$ cat src/source/lsu_pkg.sv
package lsu_pkg;

  // ----------------------------------------------------------------------
  // Widths and sizes
  // ----------------------------------------------------------------------
  localparam int xlen_w     = 32;
  localparam int ram_depth  = 256;
  localparam int ram_addr_w = 8;
  localparam int tag_w      = 6;

  // RV32I memory opcodes
  localparam logic [6:0] opc_load  = 7'b0000011;
  localparam logic [6:0] opc_store = 7'b0100011;

  localparam logic [2:0] f3_b  = 3'b000;
  localparam logic [2:0] f3_h  = 3'b001;
  localparam logic [2:0] f3_w  = 3'b010;
  localparam logic [2:0] f3_bu = 3'b100;  // Load only
  localparam logic [2:0] f3_hu = 3'b101;  // Load only

  // Exception causes, mcause encoding
  localparam logic [3:0] cause_illegal     = 4'd2;
  localparam logic [3:0] cause_ld_misalign = 4'd4;
  localparam logic [3:0] cause_st_misalign = 4'd6;

  typedef logic [xlen_w-1:0]     xlen_t;
  typedef logic [31:0]           inst_t;
  typedef logic [tag_w-1:0]      tag_t;
  typedef logic [4:0]            reg_idx_t;
  typedef logic [ram_addr_w-1:0] ram_addr_t;
  typedef logic [xlen_w/8-1:0]   byte_en_t;
  typedef logic [3:0]            cause_t;

  typedef enum logic [1:0] {
    op_none,
    op_load,
    op_store
  } lsu_op_e;

  typedef enum logic [1:0] {
    size_b,
    size_h,
    size_w
  } lsu_size_e;

  // ----------------------------------------------------------------------
  // Stage records
  // ----------------------------------------------------------------------
  typedef struct packed {
    logic     valid;
    inst_t    inst;
    xlen_t    rs1;
    xlen_t    rs2;
    reg_idx_t rd;
    tag_t     tag;
  } lsu_issue_t;

  // Decoded control, inst kept for the offset
  typedef struct packed {
    logic      valid;
    lsu_op_e   op;
    lsu_size_e size;
    logic      sign;     // 1 for LB/LH
    logic      illegal;
    inst_t     inst;
    xlen_t     rs1;
    xlen_t     rs2;
    reg_idx_t  rd;
    tag_t      tag;
  } lsu_ctrl_t;

  typedef struct packed {
    logic      valid;
    lsu_op_e   op;
    lsu_size_e size;
    logic      sign;
    reg_idx_t  rd;
    tag_t      tag;
    logic      except_valid;
    cause_t    cause;
    logic [1:0] offset;  // Byte lane within the word
  } lsu_mem_t;

  typedef struct packed {
    logic     valid;
    tag_t     tag;
    logic     except_valid;
    cause_t   cause;
    logic     wr_valid;
    reg_idx_t rd;
    xlen_t    data;
  } lsu_done_t;

endpackage

$ cat src/source/lsu_result.sv
`timescale 1ns/1ps

module lsu_result (
  input  logic               i_clk,
  input  logic               i_reset_n,
  input  lsu_pkg::lsu_mem_t  i_mem,
  input  lsu_pkg::xlen_t     i_rdata,
  output lsu_pkg::lsu_done_t o_done
);

  localparam int xw = lsu_pkg::xlen_w;

  lsu_pkg::xlen_t w_shifted;
  lsu_pkg::xlen_t w_ext;
  logic           w_wr_valid;

  // ----------------------------------------------------------------------
  // Lane extraction and extension
  // ----------------------------------------------------------------------
  assign w_shifted = i_rdata >> {i_mem.offset, 3'b000};

  always_comb begin
    case (i_mem.size)
      lsu_pkg::size_b: begin
        if (i_mem.sign) begin
          w_ext = {{(xw-8){w_shifted[7]}}, w_shifted[7:0]};
        end else begin
          w_ext = {{(xw-8){1'b0}}, w_shifted[7:0]};
        end
      end
      lsu_pkg::size_h: begin
        if (i_mem.sign) begin
          w_ext = {{(xw-16){w_shifted[15]}}, w_shifted[15:0]};
        end else begin
          w_ext = {{(xw-16){1'b0}}, w_shifted[15:0]};
        end
      end
      default: w_ext = w_shifted;  // Full word
    endcase
  end

  // No writeback to x0
  assign w_wr_valid = i_mem.valid & (i_mem.op == lsu_pkg::op_load) &
                      ~i_mem.except_valid & (i_mem.rd != '0);

  // ----------------------------------------------------------------------
  // Completion record
  // ----------------------------------------------------------------------
  always_ff @(posedge i_clk, negedge i_reset_n) begin
    if (!i_reset_n) begin
      o_done <= '0;
    end else begin
      o_done.valid        <= i_mem.valid;
      o_done.tag          <= i_mem.tag;
      o_done.except_valid <= i_mem.valid & i_mem.except_valid;
      o_done.cause        <= i_mem.cause;
      o_done.wr_valid     <= w_wr_valid;
      o_done.rd           <= i_mem.rd;
      o_done.data         <= w_wr_valid ? w_ext : '0;
    end
  end

endmodule
$ cat config.mk
export PLATFORM = sky130hd
export DESIGN_NAME = lsu_result
export DESIGN_NICKNAME = d
export VERILOG_FILES = /design/src/source/lsu_pkg.sv /design/src/source/lsu_result.sv
export SDC_FILE = /design/constraint.sdc
export NUM_CORES = 1
export LEC_CHECK = 0
export BUFFER_PORTS_ARGS = -buffer_cell sky130_fd_sc_hd__buf_2
export CORE_MARGIN = 10
export CORE_UTILIZATION = 30
export CTS_CLUSTER_DIAMETER = 120
export DETAILED_ROUTE_END_ITERATION = 7
export GPL_TIMING_DRIVEN = 0
export PLACE_DENSITY = 0.65
export SYNTH_ARGS = -nofsm -noshare
export SYNTH_HDL_FRONTEND = slang
export SYNTH_SLANG_ARGS = --single-unit
$ cat constraint.sdc
create_clock -name i_clk -period 0.8 [get_ports i_clk]
set_input_delay 0.16 -clock i_clk [delete_from_list [all_inputs] [get_ports i_clk]]
set_output_delay 0.16 -clock i_clk [all_outputs]
set_load 0.1 [all_outputs]
Word level (Yosys, flattened, before mapping)
Index checks and enable logic that the tools add are counted.

Register bits after elaboration: 50. Bits in latches: 0. Memory bits (writable): 0. ROM bits: 0. Output and inout bits: 50. Logic and storage cells: 21. Memories kept: 0.

Add/sub/neg operators: 0. Multipliers: 0. Div/mod/pow operators: 0. $lt $le $gt $ge: 0. Equal/unequal tests: 2. Shift operators: 1. Mux-type cells: 4. Bitwise gates (word level): 5. Reductions and logical operators: 2.

Operators by type and width (number): $mux W32 (3); $pmux W32 S2 (1); $shr A32 B5 Y32 (1); $reduce_bool A5 Y1 (1); $and A1 B1 Y1 (4); $eq A2 B1 Y1 const B (2); $logic_not A2 Y1 (1); $not A1 Y1 (1).

Logic depth before layout (Yosys ltp)
Gate-level depths: netlist of run 1.

Depth after elaboration: 5. Gate-level depth with buffers: 6.

Worst setup path after synthesis of run 1
OpenSTA, ideal clock, no wires.

Path kind: input-to-reg. Start: input port i_mem[15] (netlist name). End: register o_done[6] (netlist name). Data arrival time: 1.282 ns. Path slack: -0.624 ns. Stages: 4. Buffers on the path: 1. Path through: or4_4 -> o211ai_4 -> buf_4 -> a211oi_1.

Word-level cells in the longest chain between the ends: 3.

RTL lines: start, declared (line lsu_result.sv:6) `input lsu_pkg::lsu_mem_t i_mem,`; $reduce_bool A5 Y1 (line lsu_result.sv:44) `~i_mem.except_valid & (i_mem.rd != '0);`; $and A1 B1 Y1 (line lsu_result.sv:44); $mux W32 (line lsu_result.sv:59) `o_done.data <= w_wr_valid ? w_ext : '0;`; end, declared (line lsu_result.sv:8) `output lsu_pkg::lsu_done_t o_done`.

No other way between the ends.

Worst setup path in the final report of run 1
Start: input port i_mem[13] (netlist name). End: register o_done[28] (netlist name).

Same word-level chain as after synthesis.

==> results.md, run 1 <==
* Syn avg cell area at 12.6 um2
* FILL cells at 535
* Initial antenna violation count at 0
* Routability cong. at 0.865
* Crit share post-route at 157%
* Largest register FFs at 50
* Pwr Total at 5.57 mW
* Most flop-heavy register: o_done
* H-tree levels at 2
* DP Area at 2960 um2
* DRT iter0 DRCs at 44
* Mapped Cells at 167
* Leading area contributor after synthesis: dfrtp_1
* Violated checks: hold timing, setup timing
* Net count, final at 358
* Arrival @ worst endpoint at 1.44 ns
* Final core utilization at 59.3%
* Synth unique cells at 29
* Core area at 6790 um2
* Root buffer cell: clkbuf_8
* CP startpoint kind: input pin
* Clock slew at reported path FFs at 0.08 ns
* Via/cell ratio at 4.62
* Maximum vdd drop at 0.714 mV
* Setup TNS at -29.39 ns
* Seq/Total Area, Yosys at 59.7%
* DRT Wirelength at 7470 um
* Die area at 10,700 um2
* CTS max path bufs at 2
* CP max stage cell: or4_4
* Peak per-stage delay on the critical path at 0.57 ns
* Final Setup Violations at 83
* Post-synthesis cell area at 2100 um2
* Biggest registers after layout: o_done: 50 flops
* Yosys warns at 0
* Area growth, synth to finish at 92.1%
* Largest net degree at the start of global routing at 51
* Yosys top cell area share at 59.7%
* Status: finished with violations
* WP data required at 0.98 ns
* Post-DRT Antenna Nets at 0
* DRC errors left at 0
* Leak at 1.76 nW
* Max Transition Viols Final at 0
* IO buf count at 105
* Yosys reg bits at 50
* I/O Pins at 108
* Actual slew at the worst max-slew pin at 0.646 ns
* Routed WL per cell at 18.9 um
* Area contributors post-synth: dfrtp_1, mux2i_1, a211oi_1, o21ai_0, nor2b_1
* Max_slew headroom at 56.9%
* Vias at 1,830
* Worst hold path type: input pin to async pin
* Starting Density at 30.9%
* CTS sink cnt at 50
* CP endpoint kind: register
* Layout cells sized above 1 at 63.2%
* Die extent in y at 104 um
* Vias in the first global route at 2,086
* Max-cap violations at 0
* Final min period at 1.25 ns
* Chip Width at 104 um
* Total CTS buffers at 5
* CTS tree: yes
* First-pass DRT Iterations at 4
* RSZ-0062 raised after global routing: true
* CP Cell Sequence: buf_6, or4_4, o2111ai_4, nor2_4, a21o_1
* HPWL Detailed at 5390 um
* WS Path Type: input pin to register
* First-pass GRT wire length at 11,800 um
* Hold buffers post-CTS at 15
* CP Max Fanout at 8
* FP Rows at 30
* Total GRT Usage at 13.5%
* Final Instance Area at 4030 um2
* Worst hold slack at -0.116 ns
* Peak Freq at 797 MHz
* Gr ovfl total at 0
* Commonest non-fill, non-tap cell in the layout: buf_2
* Final Hold Viols at 50
* Syn Nets at 225
* Cell area power density at 1380 nW/um2
* Most frequent cells in the layout: buf_2, buf_12, dfrtp_4, mux2i_1, dlygate4sd3_1
* Worst setup margin at -0.455 ns
## synth_stat cells
cell and instances:
o2111ai_4 1, or3_4 1, or2_2 1, nand3_1 1, nand2_1 1, dfrtp_1 50
xor2_1 1, o211ai_4 1, a21o_1 8, a311o_4 1, nand4b_1 1, nand3b_1 1
clkbuf_1 1, a211oi_1 14, nand2b_1 2, nor2_2 1, inv_1 1, mux2i_1 18
a311oi_4 1, buf_4 1, and2_1 9, nor2b_1 10, buf_1 3, nor2_1 9
o21ai_0 16, buf_2 3, a21oi_1 8, or4_4 1, buf_6 1
## area by class of cell
| class | instances | area (um2) | area share, % |
|---|---|---|---|
| Buffer | 9 | 53.8 | 1.34 |
| Timing Repair Buffer | 126 | 1500 | 37.2 |
| Antenna cell | 1 | 2.50 | 0.0621 |
| Clock buffer | 6 | 82.6 | 2.05 |
| Tap cell | 96 | 120 | 2.98 |
| Sequential cell | 50 | 1440 | 35.7 |
| Multi-Input combinational cell | 107 | 828 | 20.6 |
| Inverter | 1 | 3.75 | 0.0932 |
## power by group
group          switching (mW)  internal [mW]
clock                   0.773          0.669
combinational           0.881          0.553
sequential             0.0595           2.63
## per-stage QoR
step           instances  setup WS (ns)
2_1_floorplan        167         -0.623
3_3_place_gp         368         -0.960
3_5_place_dp         368         -0.968
4_1_cts              394         -0.471
5_1_grt              395         -0.472
6_report             396         -0.455
## final timing paths
| kind | depth (start not counted) | to | start | slack (ns) |
|---|---|---|---|---|
| max in group asynchronous | 1 | o_done[28]$_DFF_PN0_ | i_reset_n | 0.44 |
| min in group i_clk | 1 | o_done[35]$_DFF_PN0_ | i_mem[16] | 0.05 |
| worst min-delay path | 1 | o_done[42]$_DFF_PN0_ | i_reset_n | -0.12 |
| worst max-delay path | 5 | o_done[28]$_DFF_PN0_ | i_mem[13] | -0.45 |
## layer usage
metal / track usage [%] / routed length (um)
met5: 0 / 0
met4: 2.12 / 44
met3: 6.13 / 635
met2: 20.7 / 3370
met1: 17.1 / 3420
## timing repair
| item | 4_1_cts | 5_1_grt |
|---|---|---|
| resized for setup | 210 | 4 |
| setup buffers | 5 | 1 |
| pin swaps | 13 | 6 |
| hold endpoints to repair | 65 | 50 |
| setup endpoints to repair | 133 | 83 |
## critical path: cells and delay by family
family / cells / cell delay (ns)
simple gates: 2 / 0.68
buf+inv: 1 / 0.09
compound gates: 2 / 0.51
## cell families (layout without fill, tap and decap cells)
group	count (synthesis)	in the layout	share of synthesized area, %
AOI/OAI and AO/OA	50	50	18.1
and+or+nand+nor	38	38	10.7
other	0	1	0
xor gates and xnor gates	1	1	0.418
muxes	18	18	8.59
DFF	50	50	59.7
buffers and inverters	10	142	2.51
(Power assumes the default switching activity.)
==> run 2, diff against run 1 <==
--- a/config.mk
+++ b/config.mk
@@ -12,6 +12,7 @@
 export DETAILED_ROUTE_END_ITERATION = 7
 export GPL_TIMING_DRIVEN = 0
 export PLACE_DENSITY = 0.65
+export REMOVE_ABC_BUFFERS = 1
 export SYNTH_ARGS = -nofsm -noshare
 export SYNTH_HDL_FRONTEND = slang
 export SYNTH_SLANG_ARGS = --single-unit
==> results.md, run 2 (synthesis results as in run 1) <==
* Final non-filler cell total at 392
* Cell Int Power at 4.02 mW
* Comb pwr share at 23.6%
* Vias in the first global route at 1,950
* Die area at 10,700 um2
* Most frequent cells in the layout: buf_2, dfrtp_1, buf_8, mux2i_1, dlygate4sd3_1
* Area growth, synth to finish at 75.3%
* Peak Freq at 771 MHz
* Starting Density at 30.9%
* GR Util met3 at 5.45%
* Arrival @ worst endpoint at 1.49 ns
* Status: finished with violations
* GR Util met1 at 15.6%
* DRC errors left at 0
* WS Path Type: input pin to register
* Peak per-stage delay on the critical path at 0.57 ns
* Largest register FFs at 50
* I/O Pins at 108
* Total CTS buffers at 5
* CTS tree: yes
* Final Setup Violations at 83
* DP Area at 2700 um2
* Dpl ws at -1.12 ns
* Final min period at 1.30 ns
* FILL cells at 585
* HPWL Detailed at 4870 um
* Worst setup margin at -0.498 ns
* Max Transition Viols Final at 0
* Placed Cells at 361
* Routed WL per cell at 18.2 um
* Commonest non-fill, non-tap cell in the layout: buf_2
* IO buf count at 107
* DRT iter0 DRCs at 30
* First-pass GRT wire length at 11,200 um
* WP data required at 0.99 ns
* Hold buffers post-CTS at 14
* Chip Width at 104 um
* Total GRT Usage at 13.0%
* Max-cap violations at 0
* Gr busiest metal: met2
* Largest net degree at the start of global routing at 51
* Worst hold path type: input pin to async pin
* GR Util met2 at 20.8%
* Post-DRT Antenna Nets at 0
* H-tree levels at 2
* RSZ-0062 raised after global routing: true
* FP Rows at 30
* Final Hold Viols at 50
* CP Cell Sequence: buf_6, or4_4, o211ai_4, buf_12, a311o_4, o21ai_1
* N_diodes at 0
* CTS max path bufs at 2
* Die extent in y at 104 um
* Actual slew at the worst max-slew pin at 0.640 ns
* Worst hold slack at -0.125 ns
* Vias at 1,788
* Sw Ratio at 30.7%
* CP endpoint kind: register
* Cell area power density at 1580 nW/um2
* Routability cong. at 0.746
* DRT Wirelength at 7130 um
* Most flop-heavy register: o_done
* Net Sw Power at 1.79 mW
* CP Max Fanout at 8
* Crit share post-route at 162%
* CP startpoint kind: input pin
* CTS sink cnt at 50
* Clock slew at reported path FFs at 0.09 ns
* Net count, final at 353
* Core area at 6790 um2
* Initial antenna violation count at 0
* Biggest registers after layout: o_done: 50 flops
* Final core utilization at 54.1%
* Part of the power in the clock network at 30.9%
* Root buffer cell: clkbuf_8
* Layout cells sized above 1 at 48.3%
* First-pass DRT Iterations at 4
* Gr ovfl total at 0
* Final Instance Area at 3680 um2
* Via/cell ratio at 4.56
* Sequential share of power at 45.4%
* Leak at 1.80 nW
* Setup TNS at -26.39 ns
* Maximum vdd drop at 0.833 mV
* CP max stage cell: or4_4
* Pwr Total at 5.81 mW
* Violated checks: hold timing, setup timing
* Max_slew headroom at 57.3%
run 2: critical path: cells and delay by family:
family / cells / cell delay (ns)
simple gates: 1 / 0.57
compound gates: 3 / 0.50
buf+inv: 2 / 0.24
run 2: timing repair:
item / in CTS / in global routing
setup buffers: 7 / 2
resized for setup: 164 / 28
pin swaps: 5 / 1
setup endpoints to repair: 133 / 83
hold endpoints to repair: 64 / 50
run 2: power groups by stage:
| stage | registers [mW] | clock network (mW) | logic (mW) |
|---|---|---|---|
| detailed placement | 2.65 | 0 | 1.10 |
| CTS | 2.64 | 1.81 | 1.32 |
| global route | 2.65 | 1.96 | 1.45 |
| finish | 2.64 | 1.80 | 1.37 |
| global placement | 2.65 | 0 | 1.09 |
| floorplan | 3.16 | 0 | 0.204 |
run 2: cell type report:
cell class                      instances  area [um2]  area share [%]
Sequential cell                        50        1250            34.0
Clock buffer                            6        72.6            1.97
Multi-Input combinational cell        107         843            22.9
Inverter                                1        3.75           0.102
Clock inverter                          2        37.5            1.02
Tap cell                               96         120            3.27
Timing Repair Buffer                  130        1350            36.7
run 2: final timing paths:
kind	start	to	slack (ns)	cells past startpoint
setup / recovery	i_mem[13]	o_done[19]$_DFF_PN0_	-0.50	6
hold / removal	i_reset_n	o_done[15]$_DFF_PN0_	-0.12	1
max in group asynchronous	i_reset_n	o_done[41]$_DFF_PN0_	0.50	1
min in group i_clk	i_mem[16]	o_done[35]$_DFF_PN0_	0.03	1
run 2: layer usage:
layer  up-vias  wire (um)
met4         0         62
met3         6        687
met2        79       3460
met5         -          0
met1       856       2930
li1        847          -
