**src/source/lsu_pkg.sv**
```systemverilog
package lsu_pkg;

  // ----------------------------------------------------------------------
  // Widths and sizes
  // ----------------------------------------------------------------------
  localparam int xlen_w     = 32;
  localparam int ram_depth  = 256;
  localparam int ram_addr_w = 8;
  localparam int tag_w      = 6;

  // RV32I memory opcodes
  localparam logic [6:0] opc_load  = 7'b0000011;
  localparam logic [6:0] opc_store = 7'b0100011;

  localparam logic [2:0] f3_b  = 3'b000;
  localparam logic [2:0] f3_h  = 3'b001;
  localparam logic [2:0] f3_w  = 3'b010;
  localparam logic [2:0] f3_bu = 3'b100;  // Load only
  localparam logic [2:0] f3_hu = 3'b101;  // Load only

  // Exception causes, mcause encoding
  localparam logic [3:0] cause_illegal     = 4'd2;
  localparam logic [3:0] cause_ld_misalign = 4'd4;
  localparam logic [3:0] cause_st_misalign = 4'd6;

  typedef logic [xlen_w-1:0]     xlen_t;
  typedef logic [31:0]           inst_t;
  typedef logic [tag_w-1:0]      tag_t;
  typedef logic [4:0]            reg_idx_t;
  typedef logic [ram_addr_w-1:0] ram_addr_t;
  typedef logic [xlen_w/8-1:0]   byte_en_t;
  typedef logic [3:0]            cause_t;

  typedef enum logic [1:0] {
    op_none,
    op_load,
    op_store
  } lsu_op_e;

  typedef enum logic [1:0] {
    size_b,
    size_h,
    size_w
  } lsu_size_e;

  // ----------------------------------------------------------------------
  // Stage records
  // ----------------------------------------------------------------------
  typedef struct packed {
    logic     valid;
    inst_t    inst;
    xlen_t    rs1;
    xlen_t    rs2;
    reg_idx_t rd;
    tag_t     tag;
  } lsu_issue_t;

  // Decoded control, inst kept for the offset
  typedef struct packed {
    logic      valid;
    lsu_op_e   op;
    lsu_size_e size;
    logic      sign;     // 1 for LB/LH
    logic      illegal;
    inst_t     inst;
    xlen_t     rs1;
    xlen_t     rs2;
    reg_idx_t  rd;
    tag_t      tag;
  } lsu_ctrl_t;

  typedef struct packed {
    logic      valid;
    lsu_op_e   op;
    lsu_size_e size;
    logic      sign;
    reg_idx_t  rd;
    tag_t      tag;
    logic      except_valid;
    cause_t    cause;
    logic [1:0] offset;  // Byte lane within the word
  } lsu_mem_t;

  typedef struct packed {
    logic     valid;
    tag_t     tag;
    logic     except_valid;
    cause_t   cause;
    logic     wr_valid;
    reg_idx_t rd;
    xlen_t    data;
  } lsu_done_t;

endpackage

```
**src/source/lsu_decode.sv**
```systemverilog
`timescale 1ns/1ps

module lsu_decode (
  input  logic               i_clk,
  input  logic               i_reset_n,
  input  lsu_pkg::lsu_issue_t i_issue,
  output lsu_pkg::lsu_ctrl_t  o_ctrl
);

  lsu_pkg::lsu_issue_t r_issue;
  logic [6:0]          w_opcode;
  logic [2:0]          w_funct3;

  // EX0 issue register
  always_ff @(posedge i_clk, negedge i_reset_n) begin
    if (!i_reset_n) begin
      r_issue <= '0;
    end else begin
      r_issue <= i_issue;
    end
  end

  assign w_opcode = r_issue.inst[6:0];
  assign w_funct3 = r_issue.inst[14:12];

  // ----------------------------------------------------------------------
  // Access type decode
  // ----------------------------------------------------------------------
  always_comb begin
    o_ctrl.valid   = r_issue.valid;
    o_ctrl.op      = lsu_pkg::op_none;
    o_ctrl.size    = lsu_pkg::size_w;
    o_ctrl.sign    = 1'b0;
    o_ctrl.illegal = 1'b1;
    o_ctrl.inst    = r_issue.inst;
    o_ctrl.rs1     = r_issue.rs1;
    o_ctrl.rs2     = r_issue.rs2;
    o_ctrl.rd      = r_issue.rd;
    o_ctrl.tag     = r_issue.tag;

    if (w_opcode == lsu_pkg::opc_load) begin
      o_ctrl.illegal = 1'b0;
      o_ctrl.op      = lsu_pkg::op_load;
      case (w_funct3)
        lsu_pkg::f3_b: begin
          o_ctrl.size = lsu_pkg::size_b;
          o_ctrl.sign = 1'b1;
        end
        lsu_pkg::f3_h: begin
          o_ctrl.size = lsu_pkg::size_h;
          o_ctrl.sign = 1'b1;
        end
        lsu_pkg::f3_w:  o_ctrl.size = lsu_pkg::size_w;
        lsu_pkg::f3_bu: o_ctrl.size = lsu_pkg::size_b;
        lsu_pkg::f3_hu: o_ctrl.size = lsu_pkg::size_h;
        default: begin
          o_ctrl.illegal = 1'b1;
          o_ctrl.op      = lsu_pkg::op_none;
        end
      endcase
    end else if (w_opcode == lsu_pkg::opc_store) begin
      o_ctrl.illegal = 1'b0;
      o_ctrl.op      = lsu_pkg::op_store;
      case (w_funct3)
        lsu_pkg::f3_b: o_ctrl.size = lsu_pkg::size_b;
        lsu_pkg::f3_h: o_ctrl.size = lsu_pkg::size_h;
        lsu_pkg::f3_w: o_ctrl.size = lsu_pkg::size_w;
        default: begin
          o_ctrl.illegal = 1'b1;  // No unsigned stores
          o_ctrl.op      = lsu_pkg::op_none;
        end
      endcase
    end
  end

endmodule

```
**config.mk**
```make
export PLATFORM = sky130hd
export DESIGN_NAME = lsu_decode
export DESIGN_NICKNAME = d
export VERILOG_FILES = /design/src/source/lsu_pkg.sv /design/src/source/lsu_decode.sv
export SDC_FILE = /design/constraint.sdc
export NUM_CORES = 1
export LEC_CHECK = 0
export BUFFER_PORTS_ARGS = -buffer_cell sky130_fd_sc_hd__buf_2
export CAP_MARGIN = 20
export CORE_AREA = 2 2 87 89
export CTS_BUF_LIST = sky130_fd_sc_hd__clkbuf_16
export DETAILED_ROUTE_END_ITERATION = 10
export DIE_AREA = 0 0 89 91
export PLACE_DENSITY = 0.78
export SLEW_MARGIN = 20
export SYNTH_ARGS = -nofsm -noshare
export SYNTH_HDL_FRONTEND = slang
export SYNTH_SLANG_ARGS = --single-unit
```
**constraint.sdc**
```tcl
create_clock -name i_clk -period 2 [get_ports i_clk]
set_clock_uncertainty 0.15 [all_clocks]
set_input_delay 0.4 -clock i_clk [delete_from_list [all_inputs] [get_ports i_clk]]
set_output_delay 0.4 -clock i_clk [all_outputs]
set_load 0.02 [all_outputs]
```
# Word-level counts from Yosys, hierarchy flattened
# Cells that the tools add are included.
[totals]
inputBits = 110
ff_bits = 108
output_inout_bits = 114
[op_classes]
mux = 12
n_reduce_logical = 6
eq_ne = 6
[op_table]
columns = ["operator", "count"]
rows = [
  ["$mux 4", 2],
  ["$pmux 2 s2", 2],
  ["$eq 7x2->1 const B", 1],
  ["$eq 7x6->1 const B", 1],
  ["$mux 1", 7],
  ["$eq 3x3->1 const B", 2],
  ["$reduce_or 2->1", 3],
  ["$reduce_or 5->1", 1],
  ["$eq 3x1->1 const B", 1],
  ["$eq 3x2->1 const B", 1],
  ["$logic_not 3->1", 1],
  ["$reduce_or 3->1", 1],
  ["$mux 2", 1],
]

# Longest topological paths before layout
# Gate-level depths: netlist (run 1).
[depth]
word_depth = 5
ltp_mapped = 2
mapped_depth_nobuf = 2

# Least setup slack after synthesis (run 1)
# No wires, ideal clock.
[synth_timing]
path_type = "flip-flop to output port"
startpoint = "reg r_issue, in the netlist o_ctrl[80]"
endpoint = "out o_ctrl[108] (netlist bit)"
setup_slack_ns = 0.130
path_stages_with_launch = 3
t_arrival_ns = 1.320
path_buffers = 0
cell_sequence = "dfrtp_1 > or3_1 > nor3_1"
[synth_lines]
columns = ["item", "line", "text"]
rows = [
  ["start: declaration", "lsu_decode.sv:10", "lsu_pkg::lsu_issue_t r_issue;"],
  ["start signal: assignment", "lsu_decode.sv:19", "r_issue <= i_issue;"],
  ["end: declaration", "lsu_decode.sv:7", "output lsu_pkg::lsu_ctrl_t o_ctrl"],
]

==> impl_metrics.yaml, run 1 <==
status:
  run_status: "complete, but fails checks"
  violations: "hold timing, setup timing"
pwr:
  p_clk_frac: 0.400
  sequential_group_share_of_total_power: 0.501
  power.switching_fraction: 0.2304
  total_power_mw: 4.646
  power_per_cell_area_nw_per_um2: 1016
  internal_power_mw: 3.576
  vdd_ir_drop_max_uv: 644.2
  net_load_switching_power_mw: 1.070
  share_comb_of_total_power: 0.099
  static-leakage-power_nw: 2.396
global_route:
  grt_antenna_before_repair: 0
  grt_pass1_wl_mm: 10.54
  grt.total_usage: 0.1758
  grt_overflow: 0
  grt_pass1_vias: 2138
  grt_max_degree: 109
cts:
  cts.sink_count: 108
  cts_tree: "built"
  clock_tree.htree_level_count: 3
  cts.clk_slew.worst_paths_ns: 0.07
  ctsLongestPathBuffers: 2
  cts_made_buffers: 9
  cts_root_buf: "sky130_fd_sc_hd__clkbuf_16"
drt:
  route.antenna.remaining_nets: 0
  route.vias.total: 2012
  drt-initial-drc-count: 51
  routedWlPerCell_um: 15.20
  number_of_optimization_iterations_in_the_first_detailed_route_pass: 4
  drt_wl_total_mm: 7.218
  vias_per_cell: 4.236
  drc_errors: 0
yosys:
  yosysUniqueCellTypes: 15
  synth_seq_area_share: 0.9520
  post_synth.cell_area_avg_um2: 23.08
  synthTopCellsByArea: "sky130_fd_sc_hd__dfrtp_1 95%, sky130_fd_sc_hd__a2111oi_4 0.97%, sky130_fd_sc_hd__nand4bb_2 0.57%"
  syn_area_um2: 2839
  post-synth-top-area-fraction: 0.9520
  syn-num-nets: 233
  synth_top_cell_by_area: "sky130_fd_sc_hd__dfrtp_1"
  netlist_instances: 123
  ys_ff_latch: 108
  yosysWarningCount: 0
layout:
  seq_area_um2: 2703
  most_used_cells_in_the_layout_excluding_fill_and_tap_cells: "219 x sky130_fd_sc_hd__buf_2, 108 x sky130_fd_sc_hd__dfrtp_1, 10 x sky130_fd_sc_hd__buf_4, 9 x sky130_fd_sc_hd__clkbuf_16, 7 x sky130_fd_sc_hd__dlygate4sd3_1"
  final_net_count: 481
  instances_no_fill: 475
  drive_above_1_share: 0.6729
  largest_register_ff_count: 108
  syn_to_final_growth_pct: 61.13
  multi_input_area_um2: 163.9
  layout.cells.most_common: "sky130_fd_sc_hd__buf_2"
  antenna_diode_instance_count: 0
  fillerInstances: 568
floorplan:
  floorplan.die.width_um: 89
  floorplan.die.height_um: 91
  die-area_um2: 8099
  core.rowCount: 31
  start_util: 0.3978
  core-area_um2: 7137
  top_level_ports: 224
worst_setup_path:
  timing.critical_path.required_ns: 1.45
  timing.setup.critical_path_class: "flop to output pin"
  worstSetupEndpointType: "output pin"
  critPathLaunchType: "flop"
  critPathMaxFanout: 3
  cp_capture_point: "o_ctrl[112]"
  critical_path.startpoint: "o_ctrl[79]"
  worst_ep_arrival_time_ns: 1.46
sta:
  worst_max_slew_pin_slew_ns: 0.5354
  timing.final.ws_setup_ns: -0.008359
  final-max-slew-violation-count: 0
  setup_viol: 1
  grt_setup_unrepaired: "true"
  worst_slew_margin_rel: 0.6431
  hold_ws_ns: -0.02259
  timing.final.crit_share: 1.004
  timing_hold_violations_final: 29
  clock.fmax_mhz: 497.9
  min_tclk_post_route_ns: 2.008
place:
  place_inst: 446
  dpl_hpwl_mm: 5.315
  port_buffers: 223
  final_replace_weighted_congestion: 0.7064
worst_hold_path:
  holdCritPathClass: "input port to async pin"
flow_run:
  cap_violations: 0
[per-stage QoR]
| stage | setup WS [ns] | util | cell area [µm²] | TNS, ns |
|---|---|---|---|---|
| floorplan | 0.1300 | - | 2839 | 0 |
| CTS | -0.02645 | 0.6282 | 4483 | -0.03731 |
| finish | -0.008359 | 0.6410 | 4574 | -0.008359 |
| global route | -0.06106 | 0.6410 | 4574 | -0.1860 |
| global placement | 0.2816 | 0.5747 | 4101 | 0 |
| detailed placement | 0.2510 | 0.5747 | 4101 | 0 |
[layout make-up]
type / instances / area share
sequential: 108 / 0.5908
timing repair buffer: 237 / 0.2757
clock buffer: 9 / 0.04923
multi-input combinational: 15 / 0.03583
tap: 99 / 0.02708
clock inverter: 7 / 0.02133
[worst max-delay path, cell delays in order (launching register included)]
cell and delay, ns:
sky130_fd_sc_hd__dfrtp_1 0.38, sky130_fd_sc_hd__or2_4 0.28, sky130_fd_sc_hd__a2111oi_4 0.28, sky130_fd_sc_hd__buf_4 0.19
[kinds of logic after synthesis]
logic type / Yosys count / synth area share
AOI/OAI and AO/OA: 4 / 0.01586
DFF: 108 / 0.9520
and+or+nand+nor: 11 / 0.03217
[how the worst min path moves through the flow]
stage,from,end,slack [ns],cells past startpoint
after floorplan,i_reset_n,o_ctrl[0],-0.05,0
after global placement,i_reset_n,o_ctrl[44],0.35,2
after detailed placement,i_reset_n,o_ctrl[92],0.36,2
after CTS,i_reset_n,o_ctrl[92],0.004,2
after global routing,i_issue[107],o_ctrl[113],-0.003,1
final,i_reset_n,o_ctrl[92],-0.02,2
[cell usage after synthesis]
library cell	count
sky130_fd_sc_hd__dfrtp_1	108
sky130_fd_sc_hd__nor2_1	2
sky130_fd_sc_hd__a2111oi_4	1
sky130_fd_sc_hd__a21oi_1	1
sky130_fd_sc_hd__and4_1	1
sky130_fd_sc_hd__and4bb_1	1
sky130_fd_sc_hd__nand2b_1	1
sky130_fd_sc_hd__nand3_1	1
sky130_fd_sc_hd__nand4bb_2	1
sky130_fd_sc_hd__nor3_1	1
sky130_fd_sc_hd__nor4b_2	1
sky130_fd_sc_hd__o211ai_1	1
sky130_fd_sc_hd__o21ai_0	1
sky130_fd_sc_hd__or2_4	1
sky130_fd_sc_hd__or3_1	1
[layer usage]
| layer | track usage | vias up | part of all wire |
|---|---|---|---|
| li1 | - | 897 | - |
| met4 | 0.04975 | 0 | 0.013 |
| met1 | 0.1917 | 974 | 0.33 |
| met5 | 0 | - | 0 |
| met2 | 0.3060 | 133 | 0.55 |
| met3 | 0.07727 | 8 | 0.11 |
[power groups by stage]
| stage | clock, mW | combinational, mW | sequential, mW |
|---|---|---|---|
| after floorplan | 0 | 0.0120 | 2.52 |
| final | 1.86 | 0.459 | 2.33 |
| after global routing | 2.01 | 0.495 | 2.34 |
| after global placement | 0 | 0.428 | 2.36 |
| after CTS | 1.89 | 0.451 | 2.33 |
| after detailed placement | 0 | 0.438 | 2.37 |
[what timing repair did]
item,CTS,global route
pin swaps,2,3
endpoints found under the hold margin,0,7
setup endpoints to repair,3,6
buffers inserted,6,0
resized for setup,2,6
hold buffers,0,7
(Power assumes the default switching activity.)
==> run 2: changes to the inputs <==
- CORE_AREA: 2 2 87 89 -> default
- CORE_ASPECT_RATIO: default -> 0.8
- CORE_UTILIZATION: default -> 41
- DIE_AREA: 0 0 89 91 -> default
- PLACE_DENSITY: 0.78 -> 0.8
==> run 2 against run 1 <==
Effect of this change: the run ends with setup timing left; combinational power up 3%; via count increased by 1.8%; sequential share of layout area down 0.20 points; worst hold slack improved by 0.034 ns; cell area up 0.38%; sequential power is essentially flat; utilization rose by 6.1 points; critical path type unchanged; critical endpoint is now o_ctrl[108].
==> impl_metrics.yaml, run 2 (same netlist as run 1, synthesis figures left out) <==
status:
  run_status: "complete, but fails checks"
  violations: "setup timing"
pwr:
  power.switching_fraction: 0.2511
  power_per_cell_area_nw_per_um2: 976.7
  vdd_ir_drop_max_uv: 694.2
  share_comb_of_total_power: 0.106
  internal_power_mw: 3.359
  net_load_switching_power_mw: 1.126
  static-leakage-power_nw: 2.418
  sequential_group_share_of_total_power: 0.519
  p_clk_frac: 0.375
  total_power_mw: 4.485
sta:
  timing.final.ws_setup_ns: -0.03862
  worst_max_slew_pin_slew_ns: 0.5790
  grt_setup_unrepaired: "true"
  final-max-slew-violation-count: 0
  timing.final.crit_share: 1.019
  clock.fmax_mhz: 490.5
  setup_viol: 2
  worst_slew_margin_rel: 0.6140
  min_tclk_post_route_ns: 2.039
  hold_ws_ns: 0.01135
  timing_hold_violations_final: 0
worst_setup_path:
  cp_slowest_stage_delay_ns: 0.45
  timing.critical_path.cells: "or3_1 > nor3_2 > buf_4"
  worst_ep_arrival_time_ns: 1.49
  critPathLaunchType: "flop"
  worstSetupEndpointType: "output pin"
  critPathMaxFanout: 5
  timing.critical_path.required_ns: 1.45
  cpMaxStageDelayCell: "sky130_fd_sc_hd__dfrtp_1"
  timing.setup.critical_path_class: "flop to output pin"
worst_hold_path:
  timing.hold.worst_path_depth: 1
  worst_hold_startpoint: "i_issue[32]"
  holdCritPathClass: "input port to flop"
  worstHoldEndpoint: "o_ctrl[32]"
cts:
  clock_tree.htree_level_count: 3
  cts.sink_count: 108
  ctsLongestPathBuffers: 2
  cts_made_buffers: 9
  cts_root_buf: "sky130_fd_sc_hd__clkbuf_16"
  cts_tree: "built"
  cts.clk_slew.worst_paths_ns: 0.08
flow_run:
  cap_violations: 0
place:
  place_inst: 434
  dpl_hpwl_mm: 5.806
  final_replace_weighted_congestion: 0.7510
  port_buffers: 223
floorplan:
  floorplan.die.height_um: 76.43
  core.rowCount: 26
  start_util: 0.4342
  core-area_um2: 6539
  floorplan.die.width_um: 95.04
  die-area_um2: 7263
  top_level_ports: 224
drt:
  vias_per_cell: 4.376
  drt_wl_total_mm: 7.897
  routedWlPerCell_um: 16.87
  drc_errors: 0
  route.antenna.remaining_nets: 0
  number_of_optimization_iterations_in_the_first_detailed_route_pass: 3
  route.vias.total: 2048
  drt-initial-drc-count: 53
global_route:
  grt_antenna_before_repair: 1
  grt.total_usage: 0.2115
  grt_pass1_vias: 2136
  grt_pass1_wl_mm: 10.95
  grt_max_degree: 47
  grt_overflow: 0
layout:
  instances_no_fill: 468
  multi_input_area_um2: 160.2
  layout.cells.most_common: "sky130_fd_sc_hd__buf_2"
  syn_to_final_growth_pct: 61.75
  drive_above_1_share: 0.6684
  final_net_count: 488
  fillerInstances: 451
  largest_register_ff_count: 108
  seq_area_um2: 2704
  most_used_cells_in_the_layout_excluding_fill_and_tap_cells: "219 x sky130_fd_sc_hd__buf_2, 107 x sky130_fd_sc_hd__dfrtp_1, 13 x sky130_fd_sc_hd__buf_4, 10 x sky130_fd_sc_hd__dlygate4sd3_1, 9 x sky130_fd_sc_hd__clkbuf_16"
[run 2: worst max-delay path: cells and delay by family, from the launching register on]
family | cells | cell delay, ns
DFF | 1 | 0.45
buffers and inverters | 1 | 0.16
and+or+nand+nor | 2 | 0.55
[run 2: cell type report]
cell class,instances,share of cell area
Sequential cell,108,0.5888
Timing Repair Buffer,244,0.2886
Antenna cell,1,0.0005450
Multi-Input combinational cell,15,0.03488
Clock inverter,7,0.01526
Tap cell,84,0.02289
Clock buffer,9,0.04905
[run 2: worst max-delay path by stage]
stage | start | endpoint | slack, ns | cells past startpoint
floorplan | o_ctrl[80] | o_ctrl[108] | 0.13 | 2
global placement | o_ctrl[77] | o_ctrl[112] | 0.29 | 3
detailed placement | o_ctrl[77] | o_ctrl[112] | 0.27 | 3
CTS | o_ctrl[77] | o_ctrl[112] | -0.03 | 3
global route | o_ctrl[78] | o_ctrl[108] | -0.10 | 4
finish | o_ctrl[80] | o_ctrl[108] | -0.04 | 3
[run 2: power by group through the flow]
stage	logic (mW)	registers, mW	clock network (mW)
after floorplan	0.0120	2.52	0
after global placement	0.439	2.36	0
after detailed placement	0.448	2.37	0
after CTS	0.459	2.33	1.72
after global routing	0.505	2.34	1.82
final	0.473	2.33	1.68
[run 2: layer usage]
metal  vias up  wire length, µm  GRT usage  share of wire
met2       119             4433     0.3719           0.56
met4         0              175    0.06364          0.022
met5         -                0          0              0
met3        14              786     0.1078           0.10
met1      1006             2501     0.2159           0.32
li1        909                -          -              -
[run 2: timing repair]
item / in CTS / in global routing
setup buffers: 4 / 3
hold buffers: 1 / 9
endpoints found under the hold margin: 42 / 9
pin swaps: 2 / 3
setup endpoints to repair: 3 / 4
resized for setup: 2 / 6
[run 2: stage by stage]
step	cell area [µm²]	TNS (ns)	setup WS (ns)	utilization
2_1_floorplan	2839	0	0.1300	-
3_3_place_gp	4105	0	0.2896	0.6278
3_5_place_dp	4105	0	0.2687	0.6278
4_1_cts	4454	-0.03024	-0.03024	0.6812
5_1_grt	4589	-0.2514	-0.1023	0.7019
6_report	4592	-0.05519	-0.03862	0.7023
