==> src/source/lsu_pkg.sv <==
package lsu_pkg;

  // ----------------------------------------------------------------------
  // Widths and sizes
  // ----------------------------------------------------------------------
  localparam int xlen_w     = 32;
  localparam int ram_depth  = 256;
  localparam int ram_addr_w = 8;
  localparam int tag_w      = 6;

  // RV32I memory opcodes
  localparam logic [6:0] opc_load  = 7'b0000011;
  localparam logic [6:0] opc_store = 7'b0100011;

  localparam logic [2:0] f3_b  = 3'b000;
  localparam logic [2:0] f3_h  = 3'b001;
  localparam logic [2:0] f3_w  = 3'b010;
  localparam logic [2:0] f3_bu = 3'b100;  // Load only
  localparam logic [2:0] f3_hu = 3'b101;  // Load only

  // Exception causes, mcause encoding
  localparam logic [3:0] cause_illegal     = 4'd2;
  localparam logic [3:0] cause_ld_misalign = 4'd4;
  localparam logic [3:0] cause_st_misalign = 4'd6;

  typedef logic [xlen_w-1:0]     xlen_t;
  typedef logic [31:0]           inst_t;
  typedef logic [tag_w-1:0]      tag_t;
  typedef logic [4:0]            reg_idx_t;
  typedef logic [ram_addr_w-1:0] ram_addr_t;
  typedef logic [xlen_w/8-1:0]   byte_en_t;
  typedef logic [3:0]            cause_t;

  typedef enum logic [1:0] {
    op_none,
    op_load,
    op_store
  } lsu_op_e;

  typedef enum logic [1:0] {
    size_b,
    size_h,
    size_w
  } lsu_size_e;

  // ----------------------------------------------------------------------
  // Stage records
  // ----------------------------------------------------------------------
  typedef struct packed {
    logic     valid;
    inst_t    inst;
    xlen_t    rs1;
    xlen_t    rs2;
    reg_idx_t rd;
    tag_t     tag;
  } lsu_issue_t;

  // Decoded control, inst kept for the offset
  typedef struct packed {
    logic      valid;
    lsu_op_e   op;
    lsu_size_e size;
    logic      sign;     // 1 for LB/LH
    logic      illegal;
    inst_t     inst;
    xlen_t     rs1;
    xlen_t     rs2;
    reg_idx_t  rd;
    tag_t      tag;
  } lsu_ctrl_t;

  typedef struct packed {
    logic      valid;
    lsu_op_e   op;
    lsu_size_e size;
    logic      sign;
    reg_idx_t  rd;
    tag_t      tag;
    logic      except_valid;
    cause_t    cause;
    logic [1:0] offset;  // Byte lane within the word
  } lsu_mem_t;

  typedef struct packed {
    logic     valid;
    tag_t     tag;
    logic     except_valid;
    cause_t   cause;
    logic     wr_valid;
    reg_idx_t rd;
    xlen_t    data;
  } lsu_done_t;

endpackage

==> src/source/lsu_execute.sv <==
`timescale 1ns/1ps

module lsu_execute (
  input  logic                i_clk,
  input  logic                i_reset_n,
  input  lsu_pkg::lsu_ctrl_t  i_ctrl,
  output logic                o_ram_we,
  output lsu_pkg::byte_en_t   o_ram_be,
  output lsu_pkg::ram_addr_t  o_ram_addr,
  output lsu_pkg::xlen_t      o_ram_wdata,
  output lsu_pkg::lsu_mem_t   o_mem
);

  lsu_pkg::lsu_ctrl_t r_ctrl;
  lsu_pkg::xlen_t     w_imm;
  lsu_pkg::xlen_t     w_addr;
  lsu_pkg::byte_en_t  w_be_base;
  lsu_pkg::cause_t    w_cause;
  logic               w_misalign;
  logic               w_except;

  // EX1 control register
  always_ff @(posedge i_clk, negedge i_reset_n) begin
    if (!i_reset_n) begin
      r_ctrl <= '0;
    end else begin
      r_ctrl <= i_ctrl;
    end
  end

  // ----------------------------------------------------------------------
  // Address generation
  // ----------------------------------------------------------------------
  always_comb begin
    if (r_ctrl.op == lsu_pkg::op_store) begin
      w_imm = {{20{r_ctrl.inst[31]}}, r_ctrl.inst[31:25], r_ctrl.inst[11:7]};  // S-type
    end else begin
      w_imm = {{20{r_ctrl.inst[31]}}, r_ctrl.inst[31:20]};                     // I-type
    end
  end

  assign w_addr = r_ctrl.rs1 + w_imm;

  always_comb begin
    case (r_ctrl.size)
      lsu_pkg::size_b: w_misalign = 1'b0;
      lsu_pkg::size_h: w_misalign = w_addr[0];
      default:         w_misalign = |w_addr[1:0];
    endcase
  end

  // Illegal wins over misalignment
  assign w_except = r_ctrl.valid & (r_ctrl.illegal | w_misalign);
  assign w_cause  = r_ctrl.illegal                  ? lsu_pkg::cause_illegal     :
                    (r_ctrl.op == lsu_pkg::op_store) ? lsu_pkg::cause_st_misalign :
                                                       lsu_pkg::cause_ld_misalign;

  // Byte lanes for the store
  always_comb begin
    case (r_ctrl.size)
      lsu_pkg::size_b: w_be_base = 4'b0001;
      lsu_pkg::size_h: w_be_base = 4'b0011;
      default:         w_be_base = 4'b1111;
    endcase
  end

  assign o_ram_we    = r_ctrl.valid & (r_ctrl.op == lsu_pkg::op_store) & ~w_except;
  assign o_ram_be    = w_be_base << w_addr[1:0];
  assign o_ram_addr  = w_addr[lsu_pkg::ram_addr_w+1:2];  // Upper bits alias
  assign o_ram_wdata = r_ctrl.rs2 << {w_addr[1:0], 3'b000};

  // EX1 to EX2 register
  always_ff @(posedge i_clk, negedge i_reset_n) begin
    if (!i_reset_n) begin
      o_mem <= '0;
    end else begin
      o_mem.valid        <= r_ctrl.valid;
      o_mem.op           <= r_ctrl.op;
      o_mem.size         <= r_ctrl.size;
      o_mem.sign         <= r_ctrl.sign;
      o_mem.rd           <= r_ctrl.rd;
      o_mem.tag          <= r_ctrl.tag;
      o_mem.except_valid <= w_except;
      o_mem.cause        <= w_except ? w_cause : '0;
      o_mem.offset       <= w_addr[1:0];
    end
  end

endmodule

==> config.mk <==
export PLATFORM = sky130hd
export DESIGN_NAME = lsu_execute
export DESIGN_NICKNAME = d
export VERILOG_FILES = /design/src/source/lsu_pkg.sv /design/src/source/lsu_execute.sv
export SDC_FILE = /design/constraint.sdc
export NUM_CORES = 1
export LEC_CHECK = 0
export BUFFER_PORTS_ARGS = -buffer_cell sky130_fd_sc_hd__clkbuf_2
export CORE_ASPECT_RATIO = 0.7
export CORE_UTILIZATION = 24
export DETAILED_ROUTE_END_ITERATION = 10
export PLACE_DENSITY = 0.56
export SLEW_MARGIN = 5
export SYNTH_ARGS = -nofsm -noshare
export SYNTH_HDL_FRONTEND = slang
export SYNTH_SLANG_ARGS = --single-unit
==> constraint.sdc <==
create_clock -name i_clk -period 3.2 [get_ports i_clk]
set_input_delay 0.32 -clock i_clk [delete_from_list [all_inputs] [get_ports i_clk]]
set_output_delay 0.32 -clock i_clk [all_outputs]
set_load 0.03 [all_outputs]
### Yosys cells after proc, flatten, opt, wreduce, memory -nomap -nowiden

Cells that the tools add are included.

| storage, ports and cells | value |
|---|---|
| bits in writable memories | 0 |
| latch bits | 0 |
| memories | 0 |
| bits in read-only memories | 0 |
| register bits | 113 |

| operators by class | value |
|---|---|
| shifts and indexed selects | 2 |
| reduce and logical (&&, ||, !) cells | 2 |
| mux-type cells | 6 |
| $lt $le $gt $ge | 0 |
| add/subtract/negate cells | 1 |
| divide/modulo/power cells | 0 |
| bitwise logic cells | 5 |
| equality and inequality tests | 2 |
| multiply operators | 0 |

Operators with widths:

| kind | number |
|---|---|
| << shifter 32 x 5 -> 32 bit | 1 |
| adder 10 bit | 1 |
| case mux 4 bit (2 select lines) | 1 |
| two-way mux 3 bit | 2 |
| two-way mux 5 bit | 1 |
| << shifter 4 x 2 -> 4 bit | 1 |
| bitwise AND 1 bit | 3 |
| equality test 2 x 1 -> 1 bit, second input constant | 1 |
| equality test 2 bit, second input constant | 1 |
| logical NOT 2 bit | 1 |
| two-way mux 2 bit | 1 |
| case mux 1 bit (2 select lines) | 1 |
| OR reduction 2 bit | 1 |
| inverter 1 bit | 1 |
| bitwise OR 1 bit | 1 |

### Logic depth before layout (Yosys ltp)

Gate-level depths: netlist of run 1.

| depth | value |
|---|---|
| depth in word-level cells | 9 |
| depth in mapped cells | 10 |
| depth with buffers taken out | 8 |

### Worst setup path before layout of run 1

Ideal clock, no wire load.

| timing | value |
|---|---|
| path type | register to output |
| start point | reg r_ctrl[112] (netlist bit) |
| end point | out o_ram_wdata[0] |
| buffers on the path | 2 |
| cell stages (with the launch flop) | 9 |
| data required time | 2880 ps |
| slack | 7 ps |
| arrival | 2873 ps |
| path through | dfrtp_1 nand2b_1 clkbuf_1 mux2_2 ha_1 fa_1 clkbuf_1 nor2_1 and2_1 |

| on the way | value |
|---|---|
| longest elaborated chain between the ends | 4 |

RTL lines:

| what | RTL line | RTL |
|---|---|---|
| from (decl) | lsu_execute.sv:14 | `lsu_pkg::lsu_ctrl_t r_ctrl;` |
| from (signal assigned) | lsu_execute.sv:27 | `r_ctrl <= i_ctrl;` |
| equality test 2 bit | lsu_execute.sv:35 | `if (r_ctrl.op == lsu_pkg::op_store) begin` |
| two-way mux 5 bit | lsu_execute.sv:35 |  |
| adder 10 bit | lsu_execute.sv:42 | `assign w_addr = r_ctrl.rs1 + w_imm;` |
| named net w_addr[1] | lsu_execute.sv:16 | `lsu_pkg::xlen_t w_addr;` |
| << shifter 32 x 5 -> 32 bit | lsu_execute.sv:70 | `assign o_ram_wdata = r_ctrl.rs2 << {w_addr[1:0], 3'b000};` |
| to (decl) | lsu_execute.sv:10 | `output lsu_pkg::xlen_t o_ram_wdata,` |

The timed path passes the listed nets, and every way through them passes these cells.

### Final worst setup path of run 1

| timing | value |
|---|---|
| start point | reg r_ctrl[112] (netlist bit) |
| end point | out o_ram_addr[7] |

| on the way | value |
|---|---|
| longest elaborated chain between the ends | 3 |

RTL lines:

| what | RTL line | RTL |
|---|---|---|
| equality test 2 bit | lsu_execute.sv:35 |  |
| two-way mux 5 bit | lsu_execute.sv:35 |  |
| adder 10 bit | lsu_execute.sv:42 |  |
| to (decl) | lsu_execute.sv:9 | `output lsu_pkg::ram_addr_t o_ram_addr,` |

Every way passes these cells.

==> results.json, run 1 <==
{
  "ys_seq_elements": 97,
  "wl_per_cell_um": 13.4,
  "cts_root_buf": "clkbuf_16",
  "dp_hpwl_um": 6060,
  "relSlewSlack": 0.283,
  "start_util": 0.252,
  "synthCells": 265,
  "cp_top_family": "simple AND/OR/NAND/NOR gates",
  "min_to": "r_ctrl[7]",
  "synthesis.area_um2": 3590,
  "async_flop_share": 1.00,
  "leakagePower_nw": 2.41,
  "rsz0062_at_grt": "yes",
  "placed_cells": 587,
  "grt_pass1_wl_um": 13300,
  "place.port_buffers": 143,
  "die_h_um": 104,
  "rr_worst_depth": 8,
  "via_per_inst": 4.08,
  "gr-usage-met3": 0.0447,
  "period_needed_ns": 3.15,
  "power_density_nw_per_um2": 653,
  "crit_slowest_cell": "a2111oi_4",
  "postPlaceCellArea_um2": 4500,
  "critPathArrivalTime_ns": 2.83,
  "clock_sinks": 97,
  "num_io_pins": 185,
  "areaGrowthSynthToFinish_pct": 36.2,
  "final_max_slew_viol_count": 0,
  "cp_slowest_stage_delay_ns": 0.44,
  "yosysMostFrequentCell": "dfrtp_1",
  "r2r_slack_ns": 0.80,
  "die_w_um": 148,
  "clk_path_buf_depth": 2,
  "synth_cell_types": 34,
  "crit_fanout": 4,
  "syn_area_per_cell_um2": 13.5,
  "cts.clk_slew.worst_paths_ns": 0.07,
  "fin_crit_sh": 0.984,
  "antenna_cells": 0,
  "synth_area_leader_cell": "dfrtp_1",
  "grt_usage": 0.112,
  "antenna_left": 0,
  "fin_area_um2": 4890,
  "dieArea_um2": 15500,
  "drv_cap": 0,
  "irDropWorstVdd_v": 0.000228,
  "synth_edf_count": 0,
  "synthFlopType": "dfrtp_1",
  "critPathBufInv": 2,
  "clkLatencyLatePin_ns": 0.34,
  "critPathKind": "flip-flop to primary output",
  "gp_congestion": 0.799,
  "setup_viol": 0,
  "finalHoldViolations": 0,
  "use_met1": 0.158,
  "yosys_warnings": 0,
  "antenna_found_initial": 0,
  "ys_seq_area_frac": 0.676,
  "grt_max_degree": 89,
  "cts_tree": "yes",
  "cp-end-kind": "primary output",
  "overflow": 0,
  "required_ns": 2.88,
  "max_clock_freq_mhz": 317,
  "drt_first_iter_violations": 61,
  "cts_buffers": 9,
  "crit_chain": "nand2b_4 -> buf_4 -> mux2_2 -> ha_1 -> and3_4 -> a2111oi_4 -> nor3_2 -> nor3_2 -> clkbuf_8",
  "drt_wl_total_um": 8130,
  "start_kind": "flip-flop",
  "synth_top_area_share": 0.676,
  "first_pass_iters": 6,
  "std_cell_rows": 36,
  "drc": 0,
  "core_um2": 14200,
  "regToRegEndpoint": "o_mem[3]",
  "grt-busiest-layer": "met1",
  "critical_path.most_common_cell": "nor3_2",
  "r2r_start": "r_ctrl[112]",
  "drive_gt1_frac": 0.453,
  "synthTopCellsByArea": "dfrtp_1 68%, mux2i_1 4.5%, ha_1 3.1%, a21oi_1 2.2%, a211oi_1 2.1%",
  "route.vias.total": 2467,
  "fin_nets": 536,
  "hp-class": "input port to flip-flop",
  "tightest_slew_ns": 1.08,
  "htreeDepth": 3,
  "min_path_cells": 1,
  "met2_usage": 0.153,
  "clock_skew_ns": 0.0100,
  "synth_common_cells": "97 x dfrtp_1, 16 x a21oi_1, 16 x mux2i_1, 15 x nor2_1, 12 x nand2_1",
  "p_total_w": 0.00319,
  "grt_pass1_vias": 2512,
  "worstHoldStart": "i_ctrl[7]",
  "finalNonFillerCells": 605,
  "outcome": "finished clean"
}
## sequential cells by signal (all words and copies together) (netlist names)
register,flops
r_ctrl,75
o_mem,22
## worst reg2reg max path: cells and delay by family (launching register included)
family	cells	cell delay (ns)
fa+ha+maj	2	0.85
flops	1	0.41
simple gates	2	0.24
compound gates	3	0.47
mux	1	0.34
## metal layers
| metal | routed length (µm) | part of all wire |
|---|---|---|
| met1 | 3910 | 0.48 |
| met2 | 3470 | 0.43 |
| met3 | 623 | 0.077 |
| met4 | 125 | 0.015 |
| met5 | 0 | 0 |
## timing repair
| item | CTS | global route |
|---|---|---|
| pin swaps | 4 | 3 |
| gates resized for setup | 7 | 24 |
| setup buffers | 1 | 1 |
| endpoints found under the setup margin | 38 | 27 |
| cloned | 0 | 0 |
| hold buffers | 0 | 0 |
## how the worst max path moves through the flow
| stage | startpoint | end | cells past startpoint |
|---|---|---|---|
| 6_report | r_ctrl[112] | o_ram_addr[7] | 9 |
| 5_1_grt | r_ctrl[112] | o_ram_addr[7] | 9 |
| 4_1_cts | r_ctrl[112] | o_ram_wdata[22] | 9 |
| 3_5_place_dp | r_ctrl[112] | o_ram_wdata[22] | 9 |
| 3_3_place_gp | r_ctrl[112] | o_ram_wdata[6] | 7 |
| 2_1_floorplan | r_ctrl[112] | o_ram_wdata[0] | 8 |
## area by class of cell
cell class                      instances  area (µm²)
Timing Repair Buffer                  153         831
Sequential cell                        97        2430
Clock inverter                          7        85.1
Multi-Input combinational cell        145        1070
Clock buffer                            9         225
Inverter                                4        15.0
Fill cell                            1440        9350
Tap cell                              190         238
## kinds of logic after synthesis
family / share of synthesized area
AOI/OAI and AO/OA: 0.0823
xor gates and xnor gates: 0.0195
adders and majority gates: 0.0369
buffers and inverters: 0.0369
DFF: 0.676
muxes: 0.0603
other: 0.00104
and+or+nand+nor: 0.0868
## where the power goes
group	switching [W]	leakage, nW	internal, W	total [W]
registers	0.0000263	1.13	0.00129	0.00132
clock network	0.000481	0.146	0.000621	0.00110
logic	0.000511	1.13	0.000262	0.000773
## stage by stage
stage          hold WS (ns)  utilization  setup slack, ns  TNS, ns
6_report             0.0803        0.343           0.0503        0
3_5_place_dp          0.335        0.316            0.174        0
3_3_place_gp          0.332        0.316            0.169        0
5_1_grt              0.0497        0.343          -0.0953  -0.0954
4_1_cts              0.0604        0.341          0.00599        0
2_1_floorplan        0.0244            -          0.00727        0
## cell usage in the layout (no fill, tap or decap), drive strengths merged, types with 5 or more instances in the layout
cell    synthesis  routed
nor3            5       5
ha              9       9
mux2i          16      16
o21ai          10      10
clkbuf          4     144
and2            9       9
mux2            5       5
nand2          12      12
xnor2           5       5
buf            16      18
nor2           15      15
a21oi          16      16
inv             4       7
a211oi         10      10
nor2b           9       9
dfrtp          97      97
No activity file was read; power rests on OpenSTA's default activity.
==> inputs of run 2 (changes only) <==
Settings changed: CORE_UTILIZATION 24 to 45, CTS_CLUSTER_SIZE set to 30, PLACE_DENSITY 0.56 to 0.88, RECOVER_POWER set to 100.
==> run 2 against run 1 <==
Net effect: the flow now finishes with violations (max-capacitance violations, max-slew violations); via count up 2.3%; setup slack better by 0.066 ns; worst hold slack better by 0.0031 ns; die area down 46%; critical path depth unchanged; clock-buffer cell count unchanged; core utilization up 28 points; cell count down 16%; largest cell class unchanged; highest routed layer unchanged.
==> results.json, run 2 (synthesis gave the netlist of run 1 again) <==
{
  "outcome": "complete, but fails checks",
  "violations": "max-capacitance violations, max-slew violations",
  "grt_max_degree": 78,
  "period_needed_ns": 3.08,
  "min_to": "r_ctrl[39]",
  "cts_tree": "yes",
  "die_w_um": 109,
  "place.port_buffers": 143,
  "cp_top_family": "compound AO/OA/AOI/OAI gates",
  "critPathArrivalTime_ns": 2.76,
  "drt_first_iter_violations": 96,
  "fin_nets": 534,
  "sw_frac_of_total": 0.326,
  "cp-end-kind": "primary output",
  "via_per_inst": 4.95,
  "min_path_cells": 1,
  "clock_skew_ns": 0.00440,
  "critPathBufInv": 1,
  "irDropWorstVdd_v": 0.000471,
  "grt_pass1_vias": 2491,
  "rr_worst_depth": 8,
  "route.vias.total": 2523,
  "power_density_nw_per_um2": 657,
  "finalHoldViolations": 0,
  "required_ns": 2.88,
  "final_max_slew_viol_count": 78,
  "setup_tns_ns": 0,
  "cts.clk_slew.worst_paths_ns": 0.07,
  "setup_viol": 0,
  "clk_path_buf_depth": 2,
  "regToRegEndpoint": "o_mem[3]",
  "die_h_um": 76.7,
  "htreeDepth": 3,
  "cts_buffers": 9,
  "clock_sinks": 97,
  "grt_usage": 0.188,
  "cp_slowest_stage_delay_ns": 0.41,
  "grt_pass1_wl_um": 11800,
  "drc": 0,
  "crit_slowest_cell": "dfrtp_1",
  "rsz0062_at_grt": "no",
  "placed_cells": 494,
  "p_int_w": 0.00208,
  "drv_cap": 1,
  "timing.hold.ws_ns": 0.0834,
  "gp_congestion": 0.805,
  "layout_common_cells": "105 x clkbuf_2, 97 x dfrtp_1, 35 x clkbuf_1",
  "antenna_cells": 0,
  "core_um2": 7510,
  "drive_gt1_frac": 0.362,
  "p_seq_frac": 0.428,
  "crit_fanout": 3,
  "p_clk_frac": 0.327,
  "start_kind": "flip-flop",
  "leakagePower_nw": 2.28,
  "overflow": 0,
  "relSlewSlack": -0.230,
  "worstHoldStart": "i_ctrl[39]",
  "final_common_cell": "clkbuf_2",
  "num_io_pins": 185,
  "fill_cells": 580,
  "finalNonFillerCells": 510,
  "start_util": 0.478,
  "r2r_slack_ns": 0.81,
  "tightest_slew_ns": 1.84,
  "max_clock_freq_mhz": 324,
  "antenna_found_initial": 0,
  "std_cell_rows": 26,
  "drt_wl_total_um": 7680,
  "p_sw_w": 0.00101,
  "r2r_start": "r_ctrl[112]",
  "wl_per_cell_um": 15.1,
  "dp_hpwl_um": 5770,
  "fin_crit_sh": 0.964,
  "areaGrowthSynthToFinish_pct": 30.9,
  "cts_root_buf": "clkbuf_16",
  "p_comb_frac": 0.245,
  "crit_chain": "nand2b_4 -> mux2_2 -> ha_2 -> fa_2 -> a21oi_4 -> o2111ai_1 -> a31oi_1 -> xnor2_1 -> clkbuf_4",
  "critPathKind": "flip-flop to primary output",
  "clkLatencyLatePin_ns": 0.33,
  "dieArea_um2": 8340,
  "largest_reg_flops": 75,
  "top_regs": "r_ctrl: 75 flops, o_mem: 22 flops",
  "regMostFlops": "r_ctrl",
  "first_pass_iters": 5,
  "hp-class": "input port to flip-flop",
  "antenna_left": 0
}
-- run 2: changes by cell type in the layout (fill, tap and decap cells not counted), sizes merged --
cell,delta
clkinvlp,-2
clkbuf,+7
clkinv,+1
inv,+1
bufinv,-1
buf,-9
-- run 2: timing repair --
item                       in CTS  in global routing
resized for setup               7                 15
pin swaps                       3                  4
setup endpoints to repair      25                 17
setup buffers                   0                  1
hold endpoints to repair        0                  0
hold buffers                    0                  0
-- run 2: metal layers --
layer / wire, µm / GRT usage
met4: 138 / 0.0622
met1: 3370 / 0.249
met2: 3710 / 0.296
met3: 457 / 0.0587
met5: 0 / 0
-- run 2: layout make-up --
type | count | area, µm² | share of cell area
inverter | 4 | 15.0 | 0.00320
sequential | 97 | 2430 | 0.517
timing repair buffer | 151 | 763 | 0.162
tap | 98 | 123 | 0.0261
clock inverter | 6 | 60.1 | 0.0128
multi-input combinational | 145 | 1080 | 0.231
clock buffer | 9 | 225 | 0.0479
-- run 2: power by group through the flow --
stage               Combinational [W]  Sequential [W]  Clock [W]
CTS                          0.000749         0.00132    0.00104
detailed placement           0.000739         0.00134          0
floorplan                    0.000490         0.00137          0
finish                       0.000755         0.00132    0.00101
global placement             0.000726         0.00134          0
global route                 0.000807         0.00133    0.00108
-- run 2: stage by stage --
| step | instance area, µm² | util | power, W | setup slack [ns] |
|---|---|---|---|---|
| 3_3_place_gp | 4380 | 0.583 | 0.00206 | 0.260 |
| 4_1_cts | 4690 | 0.624 | 0.00311 | 0.0158 |
| 3_5_place_dp | 4380 | 0.583 | 0.00208 | 0.218 |
| 5_1_grt | 4700 | 0.625 | 0.00322 | 0.00187 |
| 6_report | 4700 | 0.625 | 0.00309 | 0.117 |
| 2_1_floorplan | 3590 | - | 0.00186 | 0.00727 |
-- run 2: worst max path at each step --
stage	slack, ns	cells after the start	end	start
global placement	0.26	9	o_ram_addr[6]	r_ctrl[112]
CTS	0.02	9	o_ram_addr[7]	r_ctrl[112]
global route	0.002	9	o_ram_wdata[18]	r_ctrl[112]
finish	0.12	9	o_ram_addr[6]	r_ctrl[112]
detailed placement	0.22	9	o_ram_addr[6]	r_ctrl[111]
floorplan	0.007	8	o_ram_wdata[0]	r_ctrl[112]
